[config.mk]
export PLATFORM = sky130hd
export DESIGN_NAME = matrix_term_top
export DESIGN_NICKNAME = d
export VERILOG_FILES = /design/src/hw/matrix_pkg.sv /design/src/hw/uart_pkg.sv /design/src/hw/uart_rx.sv /design/src/hw/uart_tx.sv /design/src/hw/number_parser.sv /design/src/hw/matrix_loader.sv /design/src/hw/matrix_store.sv /design/src/hw/matrix_printer.sv /design/src/hw/matrix_term_top.sv
export SDC_FILE = /design/constraint.sdc
export NUM_CORES = 1
export LEC_CHECK = 0
export BUFFER_PORTS_ARGS = -buffer_cell sky130_fd_sc_hd__buf_2
export CORE_ASPECT_RATIO = 1.25
export CORE_MARGIN = 8
export CORE_UTILIZATION = 50
export DETAILED_ROUTE_END_ITERATION = 8
export GPL_ROUTABILITY_DRIVEN = 0
export GPL_TIMING_DRIVEN = 0
export PLACE_DENSITY = 0.69
export SYNTH_ARGS = -nofsm -noshare
export SYNTH_HDL_FRONTEND = slang
export SYNTH_SLANG_ARGS = --single-unit
[constraint.sdc]
create_clock -name clk -period 3.3 [get_ports clk]
set_input_delay 0.66 -clock clk [delete_from_list [all_inputs] [get_ports clk]]
set_output_delay 0.66 -clock clk [all_outputs]
set_load 0.01 [all_outputs]
[src/hw/matrix_pkg.sv]
`default_nettype none

package matrix_pkg;

    localparam int MAX_DIM   = 5;
    localparam int NUM_SLOTS = 4;
    localparam int MAX_ELEM  = 9;

    typedef logic [15:0] elem_t;
    typedef logic [2:0]  idx_t;   // Row, column or dimension
    typedef logic [1:0]  slot_t;

    // Loader to store
    typedef struct packed {
        slot_t slot;
        idx_t  row;
        idx_t  col;
        elem_t data;
        logic  we;
    } elem_wr_t;

    typedef struct packed {
        slot_t slot;
        idx_t  m;
        idx_t  n;
        logic  we;
    } dim_wr_t;

    // Printer to store and back
    typedef struct packed {
        slot_t slot;
        idx_t  row;
        idx_t  col;
    } elem_rd_t;

    typedef struct packed {
        idx_t m;
        idx_t n;
    } dim_t;

endpackage

`default_nettype wire

[src/hw/uart_pkg.sv]
`default_nettype none

package uart_pkg;

    // 100 MHz clock, 115200 baud
    localparam int CLKS_PER_BIT = 868;
    localparam int BAUD_CNT_W   = $clog2(CLKS_PER_BIT);

    typedef logic [7:0] byte_t;

    // ----------------------------------------
    // Character codes
    // ----------------------------------------
    localparam byte_t ASCII_LBRACKET = 8'h5B;
    localparam byte_t ASCII_RBRACKET = 8'h5D;
    localparam byte_t ASCII_SPACE    = 8'h20;
    localparam byte_t ASCII_NEWLINE  = 8'h0A;
    localparam byte_t ASCII_ZERO     = 8'h30;
    localparam byte_t ASCII_COMMA    = 8'h2C;
    localparam byte_t ASCII_CR       = 8'h0D;

endpackage

`default_nettype wire

[src/hw/uart_rx.sv]
`timescale 1ns/1ps
`default_nettype none

module uart_rx (
    input  logic            clk,
    input  logic            rst_n,
    input  logic            rxd,
    output uart_pkg::byte_t rx_byte,
    output logic            rx_valid
);
    import uart_pkg::*;

    typedef enum logic [1:0] {RX_IDLE, RX_START, RX_DATA, RX_STOP} rx_state_t;

    rx_state_t             state;
    logic [1:0]            rxd_sync;
    logic                  rxd_s;
    logic [BAUD_CNT_W-1:0] baud_cnt;
    logic [2:0]            bit_idx;
    logic                  bit_end;
    byte_t                 shift;

    assign rxd_s   = rxd_sync[1];
    assign bit_end = (baud_cnt == BAUD_CNT_W'(CLKS_PER_BIT - 1));
    assign rx_byte = shift;

    always_ff @(posedge clk or negedge rst_n) begin
        if (!rst_n) begin
            rxd_sync <= 2'b11;   // Line idles high
            state    <= RX_IDLE;
            baud_cnt <= '0;
            bit_idx  <= '0;
            rx_valid <= 1'b0;
        end else begin
            rxd_sync <= {rxd_sync[0], rxd};
            rx_valid <= 1'b0;
            case (state)
                RX_IDLE: begin
                    baud_cnt <= '0;
                    if (!rxd_s) state <= RX_START;
                end
                RX_START: begin
                    // Half a bit in, recheck the start bit
                    if (baud_cnt == BAUD_CNT_W'(CLKS_PER_BIT / 2 - 1)) begin
                        baud_cnt <= '0;
                        bit_idx  <= '0;
                        state    <= rxd_s ? RX_IDLE : RX_DATA;
                    end else begin
                        baud_cnt <= baud_cnt + 1'b1;
                    end
                end
                RX_DATA: begin
                    if (bit_end) begin
                        baud_cnt <= '0;
                        bit_idx  <= bit_idx + 1'b1;
                        if (bit_idx == 3'd7) state <= RX_STOP;
                    end else begin
                        baud_cnt <= baud_cnt + 1'b1;
                    end
                end
                default: begin
                    if (bit_end) begin
                        rx_valid <= rxd_s;   // Framing error drops the byte
                        state    <= RX_IDLE;
                    end else begin
                        baud_cnt <= baud_cnt + 1'b1;
                    end
                end
            endcase
        end
    end

    // LSB first
    always_ff @(posedge clk) begin
        if (state == RX_DATA && bit_end) shift <= {rxd_s, shift[7:1]};
    end

endmodule

`default_nettype wire

[src/hw/uart_tx.sv]
`timescale 1ns/1ps
`default_nettype none

module uart_tx (
    input  logic            clk,
    input  logic            rst_n,
    input  uart_pkg::byte_t tx_byte,
    input  logic            tx_start,
    output logic            txd,
    output logic            tx_ready
);
    import uart_pkg::*;

    logic                  busy;
    logic [BAUD_CNT_W-1:0] baud_cnt;
    logic [3:0]            bit_cnt;
    logic                  bit_end;
    logic [9:0]            frame;   // Stop, data, start

    assign bit_end  = (baud_cnt == BAUD_CNT_W'(CLKS_PER_BIT - 1));
    assign tx_ready = !busy;

    always_ff @(posedge clk or negedge rst_n) begin
        if (!rst_n) begin
            busy     <= 1'b0;
            txd      <= 1'b1;
            baud_cnt <= '0;
            bit_cnt  <= '0;
        end else if (!busy) begin
            txd      <= 1'b1;
            baud_cnt <= '0;
            bit_cnt  <= '0;
            if (tx_start) begin
                busy <= 1'b1;
                txd  <= 1'b0;   // Start bit
            end
        end else if (bit_end) begin
            baud_cnt <= '0;
            bit_cnt  <= bit_cnt + 1'b1;
            if (bit_cnt == 4'd9) begin
                busy <= 1'b0;   // Stop bit done
                txd  <= 1'b1;
            end else begin
                txd <= frame[1];
            end
        end else begin
            baud_cnt <= baud_cnt + 1'b1;
        end
    end

    always_ff @(posedge clk) begin
        if (!busy && tx_start) frame <= {1'b1, tx_byte, 1'b0};
        else if (busy && bit_end) frame <= {1'b1, frame[9:1]};
    end

endmodule

`default_nettype wire

[src/hw/number_parser.sv]
`timescale 1ns/1ps
`default_nettype none

module number_parser (
    input  logic              clk,
    input  logic              rst_n,
    input  uart_pkg::byte_t   rx_byte,
    input  logic              rx_valid,
    output matrix_pkg::elem_t num,
    output logic              num_valid
);
    import uart_pkg::*;
    import matrix_pkg::*;

    elem_t acc;
    logic  have_digit;   // Digit seen since last separator
    byte_t digit;
    logic  is_digit;
    logic  is_sep;

    // Characters below '0' wrap to large values
    assign digit    = rx_byte - ASCII_ZERO;
    assign is_digit = (digit <= 8'd9);
    assign is_sep   = (rx_byte == ASCII_SPACE) || (rx_byte == ASCII_COMMA) ||
                      (rx_byte == ASCII_CR)    || (rx_byte == ASCII_NEWLINE);

    always_ff @(posedge clk or negedge rst_n) begin
        if (!rst_n) begin
            acc        <= '0;
            have_digit <= 1'b0;
            num        <= '0;
            num_valid  <= 1'b0;
        end else begin
            num_valid <= 1'b0;
            if (rx_valid) begin
                if (is_digit) begin
                    acc        <= elem_t'(acc * 16'd10) + {8'd0, digit};
                    have_digit <= 1'b1;
                end else if (is_sep && have_digit) begin
                    num        <= acc;
                    num_valid  <= 1'b1;
                    acc        <= '0;
                    have_digit <= 1'b0;
                end else begin
                    // Repeated separator or junk character
                    acc        <= '0;
                    have_digit <= 1'b0;
                end
            end
        end
    end

endmodule

`default_nettype wire

[src/hw/matrix_loader.sv]
`timescale 1ns/1ps
`default_nettype none

module matrix_loader (
    input  logic                 clk,
    input  logic                 rst_n,
    input  matrix_pkg::elem_t    num,
    input  logic                 num_valid,
    input  matrix_pkg::slot_t    slot_sel,
    output matrix_pkg::elem_wr_t elem_wr,
    output matrix_pkg::dim_wr_t  dim_wr,
    output logic                 load_done,
    output logic                 input_error
);
    import matrix_pkg::*;

    typedef enum logic [1:0] {LD_WAIT_M, LD_WAIT_N, LD_FILL} ld_state_t;

    ld_state_t state;
    slot_t     slot;
    idx_t      dim_m;
    idx_t      dim_n;
    idx_t      row;
    idx_t      col;
    logic      dim_ok;
    logic      elem_ok;
    logic      last_row;
    logic      last_col;

    assign dim_ok   = (num >= 16'd1) && (num <= 16'(MAX_DIM));
    assign elem_ok  = (num <= 16'(MAX_ELEM));
    assign last_row = (row == dim_m - 3'd1);
    assign last_col = (col == dim_n - 3'd1);

    always_ff @(posedge clk or negedge rst_n) begin
        if (!rst_n) begin
            state       <= LD_WAIT_M;
            slot        <= '0;
            dim_m       <= '0;
            dim_n       <= '0;
            row         <= '0;
            col         <= '0;
            elem_wr     <= '0;
            dim_wr      <= '0;
            load_done   <= 1'b0;
            input_error <= 1'b0;
        end else begin
            elem_wr.we  <= 1'b0;
            dim_wr.we   <= 1'b0;
            load_done   <= 1'b0;
            input_error <= 1'b0;
            if (num_valid) begin
                case (state)
                    LD_WAIT_M: begin
                        if (dim_ok) begin
                            dim_m <= idx_t'(num);
                            slot  <= slot_sel;   // Slot fixed for the whole load
                            state <= LD_WAIT_N;
                        end else begin
                            input_error <= 1'b1;
                        end
                    end
                    LD_WAIT_N: begin
                        if (dim_ok) begin
                            dim_n  <= idx_t'(num);
                            dim_wr <= '{slot: slot, m: dim_m, n: idx_t'(num), we: 1'b1};
                            row    <= '0;
                            col    <= '0;
                            state  <= LD_FILL;
                        end else begin
                            input_error <= 1'b1;
                        end
                    end
                    default: begin
                        if (elem_ok) begin
                            elem_wr <= '{slot: slot, row: row, col: col, data: num, we: 1'b1};
                            if (last_col) begin
                                col <= '0;
                                row <= row + 3'd1;
                                if (last_row) begin
                                    load_done <= 1'b1;   // Same cycle as last write
                                    state     <= LD_WAIT_M;
                                end
                            end else begin
                                col <= col + 3'd1;
                            end
                        end else begin
                            input_error <= 1'b1;   // Skipped, not counted
                        end
                    end
                endcase
            end
        end
    end

endmodule

`default_nettype wire

[src/hw/matrix_store.sv]
`timescale 1ns/1ps
`default_nettype none

module matrix_store (
    input  logic                 clk,
    input  logic                 rst_n,
    input  matrix_pkg::elem_wr_t elem_wr,
    input  matrix_pkg::dim_wr_t  dim_wr,
    input  matrix_pkg::elem_rd_t rd_addr,
    output matrix_pkg::elem_t    rd_data,
    output matrix_pkg::dim_t     rd_dim
);
    import matrix_pkg::*;

    elem_t mem [NUM_SLOTS][MAX_DIM][MAX_DIM];
    dim_t  dims [NUM_SLOTS];

    // ----------------------------------------
    // Element array, registered read
    // ----------------------------------------
    always_ff @(posedge clk) begin
        if (elem_wr.we) begin
            mem[elem_wr.slot][elem_wr.row][elem_wr.col] <= elem_wr.data;
        end
        rd_data <= mem[rd_addr.slot][rd_addr.row][rd_addr.col];
    end

    // ----------------------------------------
    // Per-slot dimensions
    // ----------------------------------------
    always_ff @(posedge clk or negedge rst_n) begin
        if (!rst_n) begin
            for (int i = 0; i < NUM_SLOTS; i++) begin
                dims[i] <= '0;   // m of zero marks an empty slot
            end
        end else if (dim_wr.we) begin
            dims[dim_wr.slot] <= '{m: dim_wr.m, n: dim_wr.n};
        end
    end

    assign rd_dim = dims[rd_addr.slot];

endmodule

`default_nettype wire

[src/hw/matrix_printer.sv]
`timescale 1ns/1ps
`default_nettype none

module matrix_printer (
    input  logic                 clk,
    input  logic                 rst_n,
    input  logic                 print_req,
    input  matrix_pkg::slot_t    slot_sel,
    output matrix_pkg::elem_rd_t rd_addr,
    input  matrix_pkg::elem_t    rd_data,
    input  matrix_pkg::dim_t     rd_dim,
    output uart_pkg::byte_t      tx_byte,
    output logic                 tx_start,
    input  logic                 tx_ready,
    output logic                 print_busy
);
    import matrix_pkg::*;
    import uart_pkg::*;

    typedef enum logic [3:0] {
        P_IDLE, P_OPEN, P_READ, P_LATCH, P_DIGIT,
        P_SEP, P_ROW_END, P_CLOSE, P_FINAL_NL, P_DRAIN
    } pr_state_t;

    pr_state_t state;
    slot_t     slot;
    idx_t      row;
    idx_t      col;
    byte_t     digit_char;
    logic      can_send;
    logic      last_row;
    logic      last_col;

    // tx_ready lags tx_start by one cycle
    assign can_send = tx_ready && !tx_start;
    assign last_row = (row == rd_dim.m - 3'd1);
    assign last_col = (col == rd_dim.n - 3'd1);
    assign rd_addr  = '{slot: slot, row: row, col: col};

    always_ff @(posedge clk or negedge rst_n) begin
        if (!rst_n) begin
            state      <= P_IDLE;
            slot       <= '0;
            row        <= '0;
            col        <= '0;
            digit_char <= '0;
            tx_byte    <= '0;
            tx_start   <= 1'b0;
            print_busy <= 1'b0;
        end else begin
            tx_start <= 1'b0;
            case (state)
                P_IDLE: begin
                    if (print_req) begin
                        slot       <= slot_sel;
                        row        <= '0;
                        col        <= '0;
                        print_busy <= 1'b1;
                        state      <= P_OPEN;
                    end
                end
                P_OPEN: begin
                    if (can_send) begin
                        tx_byte  <= ASCII_LBRACKET;
                        tx_start <= 1'b1;
                        state    <= (rd_dim.m == '0) ? P_CLOSE : P_READ;   // Empty slot
                    end
                end
                P_READ:  state <= P_LATCH;   // Store read takes a cycle
                P_LATCH: begin
                    digit_char <= ASCII_ZERO + rd_data[7:0];
                    state      <= P_DIGIT;
                end
                P_DIGIT: begin
                    if (can_send) begin
                        tx_byte  <= digit_char;
                        tx_start <= 1'b1;
                        state    <= last_col ? P_ROW_END : P_SEP;
                    end
                end
                P_SEP: begin
                    if (can_send) begin
                        tx_byte  <= ASCII_SPACE;
                        tx_start <= 1'b1;
                        col      <= col + 3'd1;
                        state    <= P_READ;
                    end
                end
                P_ROW_END: begin
                    if (last_row) begin
                        state <= P_CLOSE;
                    end else if (can_send) begin
                        tx_byte  <= ASCII_NEWLINE;
                        tx_start <= 1'b1;
                        row      <= row + 3'd1;
                        col      <= '0;
                        state    <= P_READ;
                    end
                end
                P_CLOSE: begin
                    if (can_send) begin
                        tx_byte  <= ASCII_RBRACKET;
                        tx_start <= 1'b1;
                        state    <= P_FINAL_NL;
                    end
                end
                P_FINAL_NL: begin
                    if (can_send) begin
                        tx_byte  <= ASCII_NEWLINE;
                        tx_start <= 1'b1;
                        state    <= P_DRAIN;
                    end
                end
                default: begin
                    // Hold busy until the last stop bit is out
                    if (can_send) begin
                        print_busy <= 1'b0;
                        state      <= P_IDLE;
                    end
                end
            endcase
        end
    end

endmodule

`default_nettype wire

[src/hw/matrix_term_top.sv]
`timescale 1ns/1ps
`default_nettype none

module matrix_term_top (
    input  logic              clk,
    input  logic              rst_n,
    input  logic              uart_rxd,
    output logic              uart_txd,
    input  matrix_pkg::slot_t slot_sel,
    input  logic              print_req,
    output logic              load_done,
    output logic              input_error,
    output logic              print_busy
);
    import matrix_pkg::*;
    import uart_pkg::*;

    byte_t    rx_byte;
    logic     rx_valid;
    elem_t    num;
    logic     num_valid;
    elem_wr_t elem_wr;
    dim_wr_t  dim_wr;
    elem_rd_t rd_addr;
    elem_t    rd_data;
    dim_t     rd_dim;
    byte_t    tx_byte;
    logic     tx_start;
    logic     tx_ready;

    // ----------------------------------------
    // Serial in to memory
    // ----------------------------------------
    uart_rx u_rx (
        .clk(clk), .rst_n(rst_n), .rxd(uart_rxd),
        .rx_byte(rx_byte), .rx_valid(rx_valid)
    );

    number_parser u_parser (
        .clk(clk), .rst_n(rst_n), .rx_byte(rx_byte), .rx_valid(rx_valid),
        .num(num), .num_valid(num_valid)
    );

    matrix_loader u_loader (
        .clk(clk), .rst_n(rst_n), .num(num), .num_valid(num_valid),
        .slot_sel(slot_sel), .elem_wr(elem_wr), .dim_wr(dim_wr),
        .load_done(load_done), .input_error(input_error)
    );

    matrix_store u_store (
        .clk(clk), .rst_n(rst_n), .elem_wr(elem_wr), .dim_wr(dim_wr),
        .rd_addr(rd_addr), .rd_data(rd_data), .rd_dim(rd_dim)
    );

    // ----------------------------------------
    // Memory to serial out
    // ----------------------------------------
    matrix_printer u_printer (
        .clk(clk), .rst_n(rst_n), .print_req(print_req), .slot_sel(slot_sel),
        .rd_addr(rd_addr), .rd_data(rd_data), .rd_dim(rd_dim),
        .tx_byte(tx_byte), .tx_start(tx_start), .tx_ready(tx_ready),
        .print_busy(print_busy)
    );

    uart_tx u_tx (
        .clk(clk), .rst_n(rst_n), .tx_byte(tx_byte), .tx_start(tx_start),
        .txd(uart_txd), .tx_ready(tx_ready)
    );

endmodule

`default_nettype wire

==> results.json <==
{
  "outcome": "complete, no violations",
  "overflow": 0,
  "crit_path_start_kind": "flop",
  "finalCritPeriodShare_pct": 98.2,
  "power-per-cell-area_nw_per_um2": 645,
  "antenna_found_initial": 0,
  "dp_hpwl_um": 59000,
  "placed_cell_area_um2": 42000,
  "synthFlopType": "edfxtp_1",
  "required_ps": 3830,
  "crit_end": "u_store.rd_data[0]$_DFF_P_",
  "netlist_instances": 2220,
  "clockPowerShare_pct": 36.4,
  "grtUsageTotal_pct": 19.5,
  "first_pass_iters": 5,
  "ys_seq_area_share_pct": 71.1,
  "synth.avg_cell_area_um2": 18.2,
  "die_area_um2": 90300,
  "endpoint_kind": "flop",
  "timing.fmax_mhz": 309,
  "routed_wl_um": 88900,
  "reg2reg_slack_ps": 60,
  "r2r-end": "u_store.rd_data[0]$_DFF_P_",
  "irDropWorstVdd_uv": 407,
  "fin_crit_ps": 3240,
  "setup_viol_count_final": 0,
  "worstSkewPairLatency_ps": 660,
  "power.share.sequential_pct": 47.1,
  "p_sw_share_pct": 26.3,
  "cp_max_fo": 10,
  "synth.distinct_cells": 74,
  "combPwrFrac_pct": 16.5,
  "cts_tree": "built",
  "area_growth_pct": 11.7,
  "reg2reg_from": "u_printer.slot[1]$_DFFE_PN0P_",
  "seq_area_um2": 28800,
  "cellInternalPower_uw": 21500,
  "detail-route-antenna-nets": 0,
  "antennaDiodeCount": 0,
  "stdcell_area_um2": 45200,
  "rows": 116,
  "drt-wirelength-per-cell_um": 25.6,
  "worstMarginPinSlew_ps": 1170,
  "leakagePower_uw": 0.0134,
  "yosys_warnings": 0,
  "dr_total_vias": 20800,
  "initial_core_util_pct": 50.5,
  "final_common_cell": "edfxtp_1",
  "power.switching_uw": 7670,
  "die_h_um": 334,
  "rsz0062_at_grt": "false",
  "portBuffers": 9,
  "drv_cap": 0,
  "synthArstFlopShare_pct": 16.5,
  "drive_gt1_share_pct": 22.4,
  "multi_input_area_um2": 11100,
  "io_pins": 10,
  "clock-sinks": 987,
  "grt_max_degree": 102,
  "num-nets-final": 2390,
  "hp-class": "primary input to async pin",
  "fill_cells": 6000,
  "path_clk_slew_ps": 60,
  "vias_per_cell": 5.99,
  "die_w_um": 270,
  "r2r_cells": 7,
  "synth_seq_cells": 987,
  "slew_violations": 0,
  "hold_ws_ps": 79.5,
  "hold_viol": 0,
  "final_cell_mix": "edfxtp_1, mux4_2, nor2_1",
  "cp.arrival_ps": 3770,
  "cts_max_level": 3,
  "coreArea_um2": 80100,
  "crit_start": "u_printer.slot[1]$_DFFE_PN0P_",
  "worst-setup-path-type": "flop to flop",
  "netlist_area_um2": 40400,
  "cts_made_buffers": 91,
  "synth.net_count": 2284,
  "p_total_uw": 29200,
  "synth_edf_count": 816,
  "grt_pass1_vias": 21600,
  "slew_headroom_pct": 22.1,
  "ctsRootBufferMaster": "clkbuf_16",
  "skew_ps": 24.6,
  "drcViolationCount": 0,
  "initialDrtViolationCount": 1928,
  "grt_pass1_wl_um": 135000,
  "cts_buffer_depth": 3
}
power groups by stage:
stage	combinational (uW)	sequential (uW)	clock, uW
floorplan	3350	13900	0
global placement	4720	14000	0
detailed placement	4800	14000	0
CTS	4890	13700	10800
global route	5130	13800	11200
finish	4820	13700	10600
metal layers:
layer	GRT usage, %	vias up	wire (um)
li1	-	9011	-
met1	24.7	10800	34200
met2	33.8	779	46000
met3	3.06	182	5420
met4	7.64	0	3240
met5	0	-	0
kinds of logic after synthesis:
family | count (synthesis) | share of synthesized area [%]
adder cells (fa/ha/maj) | 58 | 1.83
multiplexers | 341 | 16.0
flip-flops | 987 | 71.1
buffers and inverters | 154 | 1.68
XOR/XNOR | 60 | 1.30
AO/OA/AOI/OAI | 207 | 3.39
AND/OR/NAND/NOR | 413 | 4.72
timing repair:
item,in CTS,in global routing
cloned,0,0
pin swaps,1,2
hold buffers,0,0
endpoints found under the setup margin,29,15
setup buffers,0,1
resized for setup,35,15
worst min-delay path by stage:
| stage | startpoint | endpoint | slack (ps) | depth (start not counted) |
|---|---|---|---|---|
| floorplan | u_rx.rxd_sync[0]$_DFF_PN1_ | u_rx.rxd_sync[1]$_DFF_PN1_ | 350 | 0 |
| global placement | u_rx.rxd_sync[0]$_DFF_PN1_ | u_rx.rxd_sync[1]$_DFF_PN1_ | 350 | 0 |
| detailed placement | u_rx.rxd_sync[0]$_DFF_PN1_ | u_rx.rxd_sync[1]$_DFF_PN1_ | 350 | 0 |
| CTS | rst_n | u_rx.baud_cnt[7]$_DFFE_PN0P_ | 80 | 1 |
| global route | uart_rxd | u_rx.rxd_sync[0]$_DFF_PN1_ | 100 | 1 |
| finish | rst_n | u_rx.state[0]$_DFFE_PN0P_ | 80 | 1 |
critical path: stages (launching register included):
cell	delay, ps
dfrtp_1	320
buf_4	210
clkbuf_1	780
mux4_2	440
mux4_2	490
mux2i_1	460
o22ai_1	190
a21o_1	220
synth_stat cells, types with 9 or more instances:
cell type	count	area, um^2
nand3_1	26	130
buf_4	9	67.6
a21oi_1	44	220
nor2_1	182	683
mux4_2	238	5360
nand2b_1	15	93.8
o21ai_0	46	230
ha_1	56	701
nor2b_1	16	100
a21o_1	18	135
xor2_1	25	219
nand2_1	99	372
inv_1	51	191
mux2_2	61	687
nor3_1	17	85.1
o22ai_1	18	113
xnor2_1	35	307
clkbuf_1	57	214
mux2i_1	42	420
a22oi_1	10	75.1
edfxtp_1	816	24500
nor4_1	11	68.8
dfrtp_1	160	4000
buf_2	24	120
per-stage QoR:
step / TNS (ps) / instances / setup WS [ps] / utilization, %
after floorplan: 0 / 2220 / 93.5 / -
after global placement: -138710 / 3291 / -822 / 52.2
after detailed placement: -15360 / 3297 / -888 / 52.4
after CTS: -1.44 / 3466 / -1.44 / 56.3
after global routing: 0 / 3465 / 3.12 / 56.4
final: 0 / 3465 / 60.1 / 56.4
flip-flops by register name, indices dropped and copies added, names as in the netlist, 3 cells and up:
name	count
u_tx.frame	8
u_printer.digit_char	8
u_store.mem	800
u_printer.row	3
u_tx.baud_cnt	10
u_store.dims	24
u_loader.elem_wr	17
u_printer.tx_byte	8
u_parser.num	16
u_loader.row	3
u_loader.col	3
u_printer.state	4
u_loader.dim_n	3
u_rx.baud_cnt	10
u_rx.bit_idx	3
u_printer.col	3
u_tx.bit_cnt	4
u_store.rd_data	8
u_loader.dim_m	3
u_rx.rx_byte	8
u_parser.acc	16
u_loader.dim_wr	6
final cells by class:
cell class,count,area share [%]
Inverter,52,0.432
Multi-Input combinational cell,1079,24.6
Buffer,99,1.18
Sequential cell,987,63.7
Clock inverter,54,1.13
Timing Repair Buffer,16,0.479
Clock buffer,116,5.57
Tap cell,1062,2.94
(Power assumes the default switching activity.)
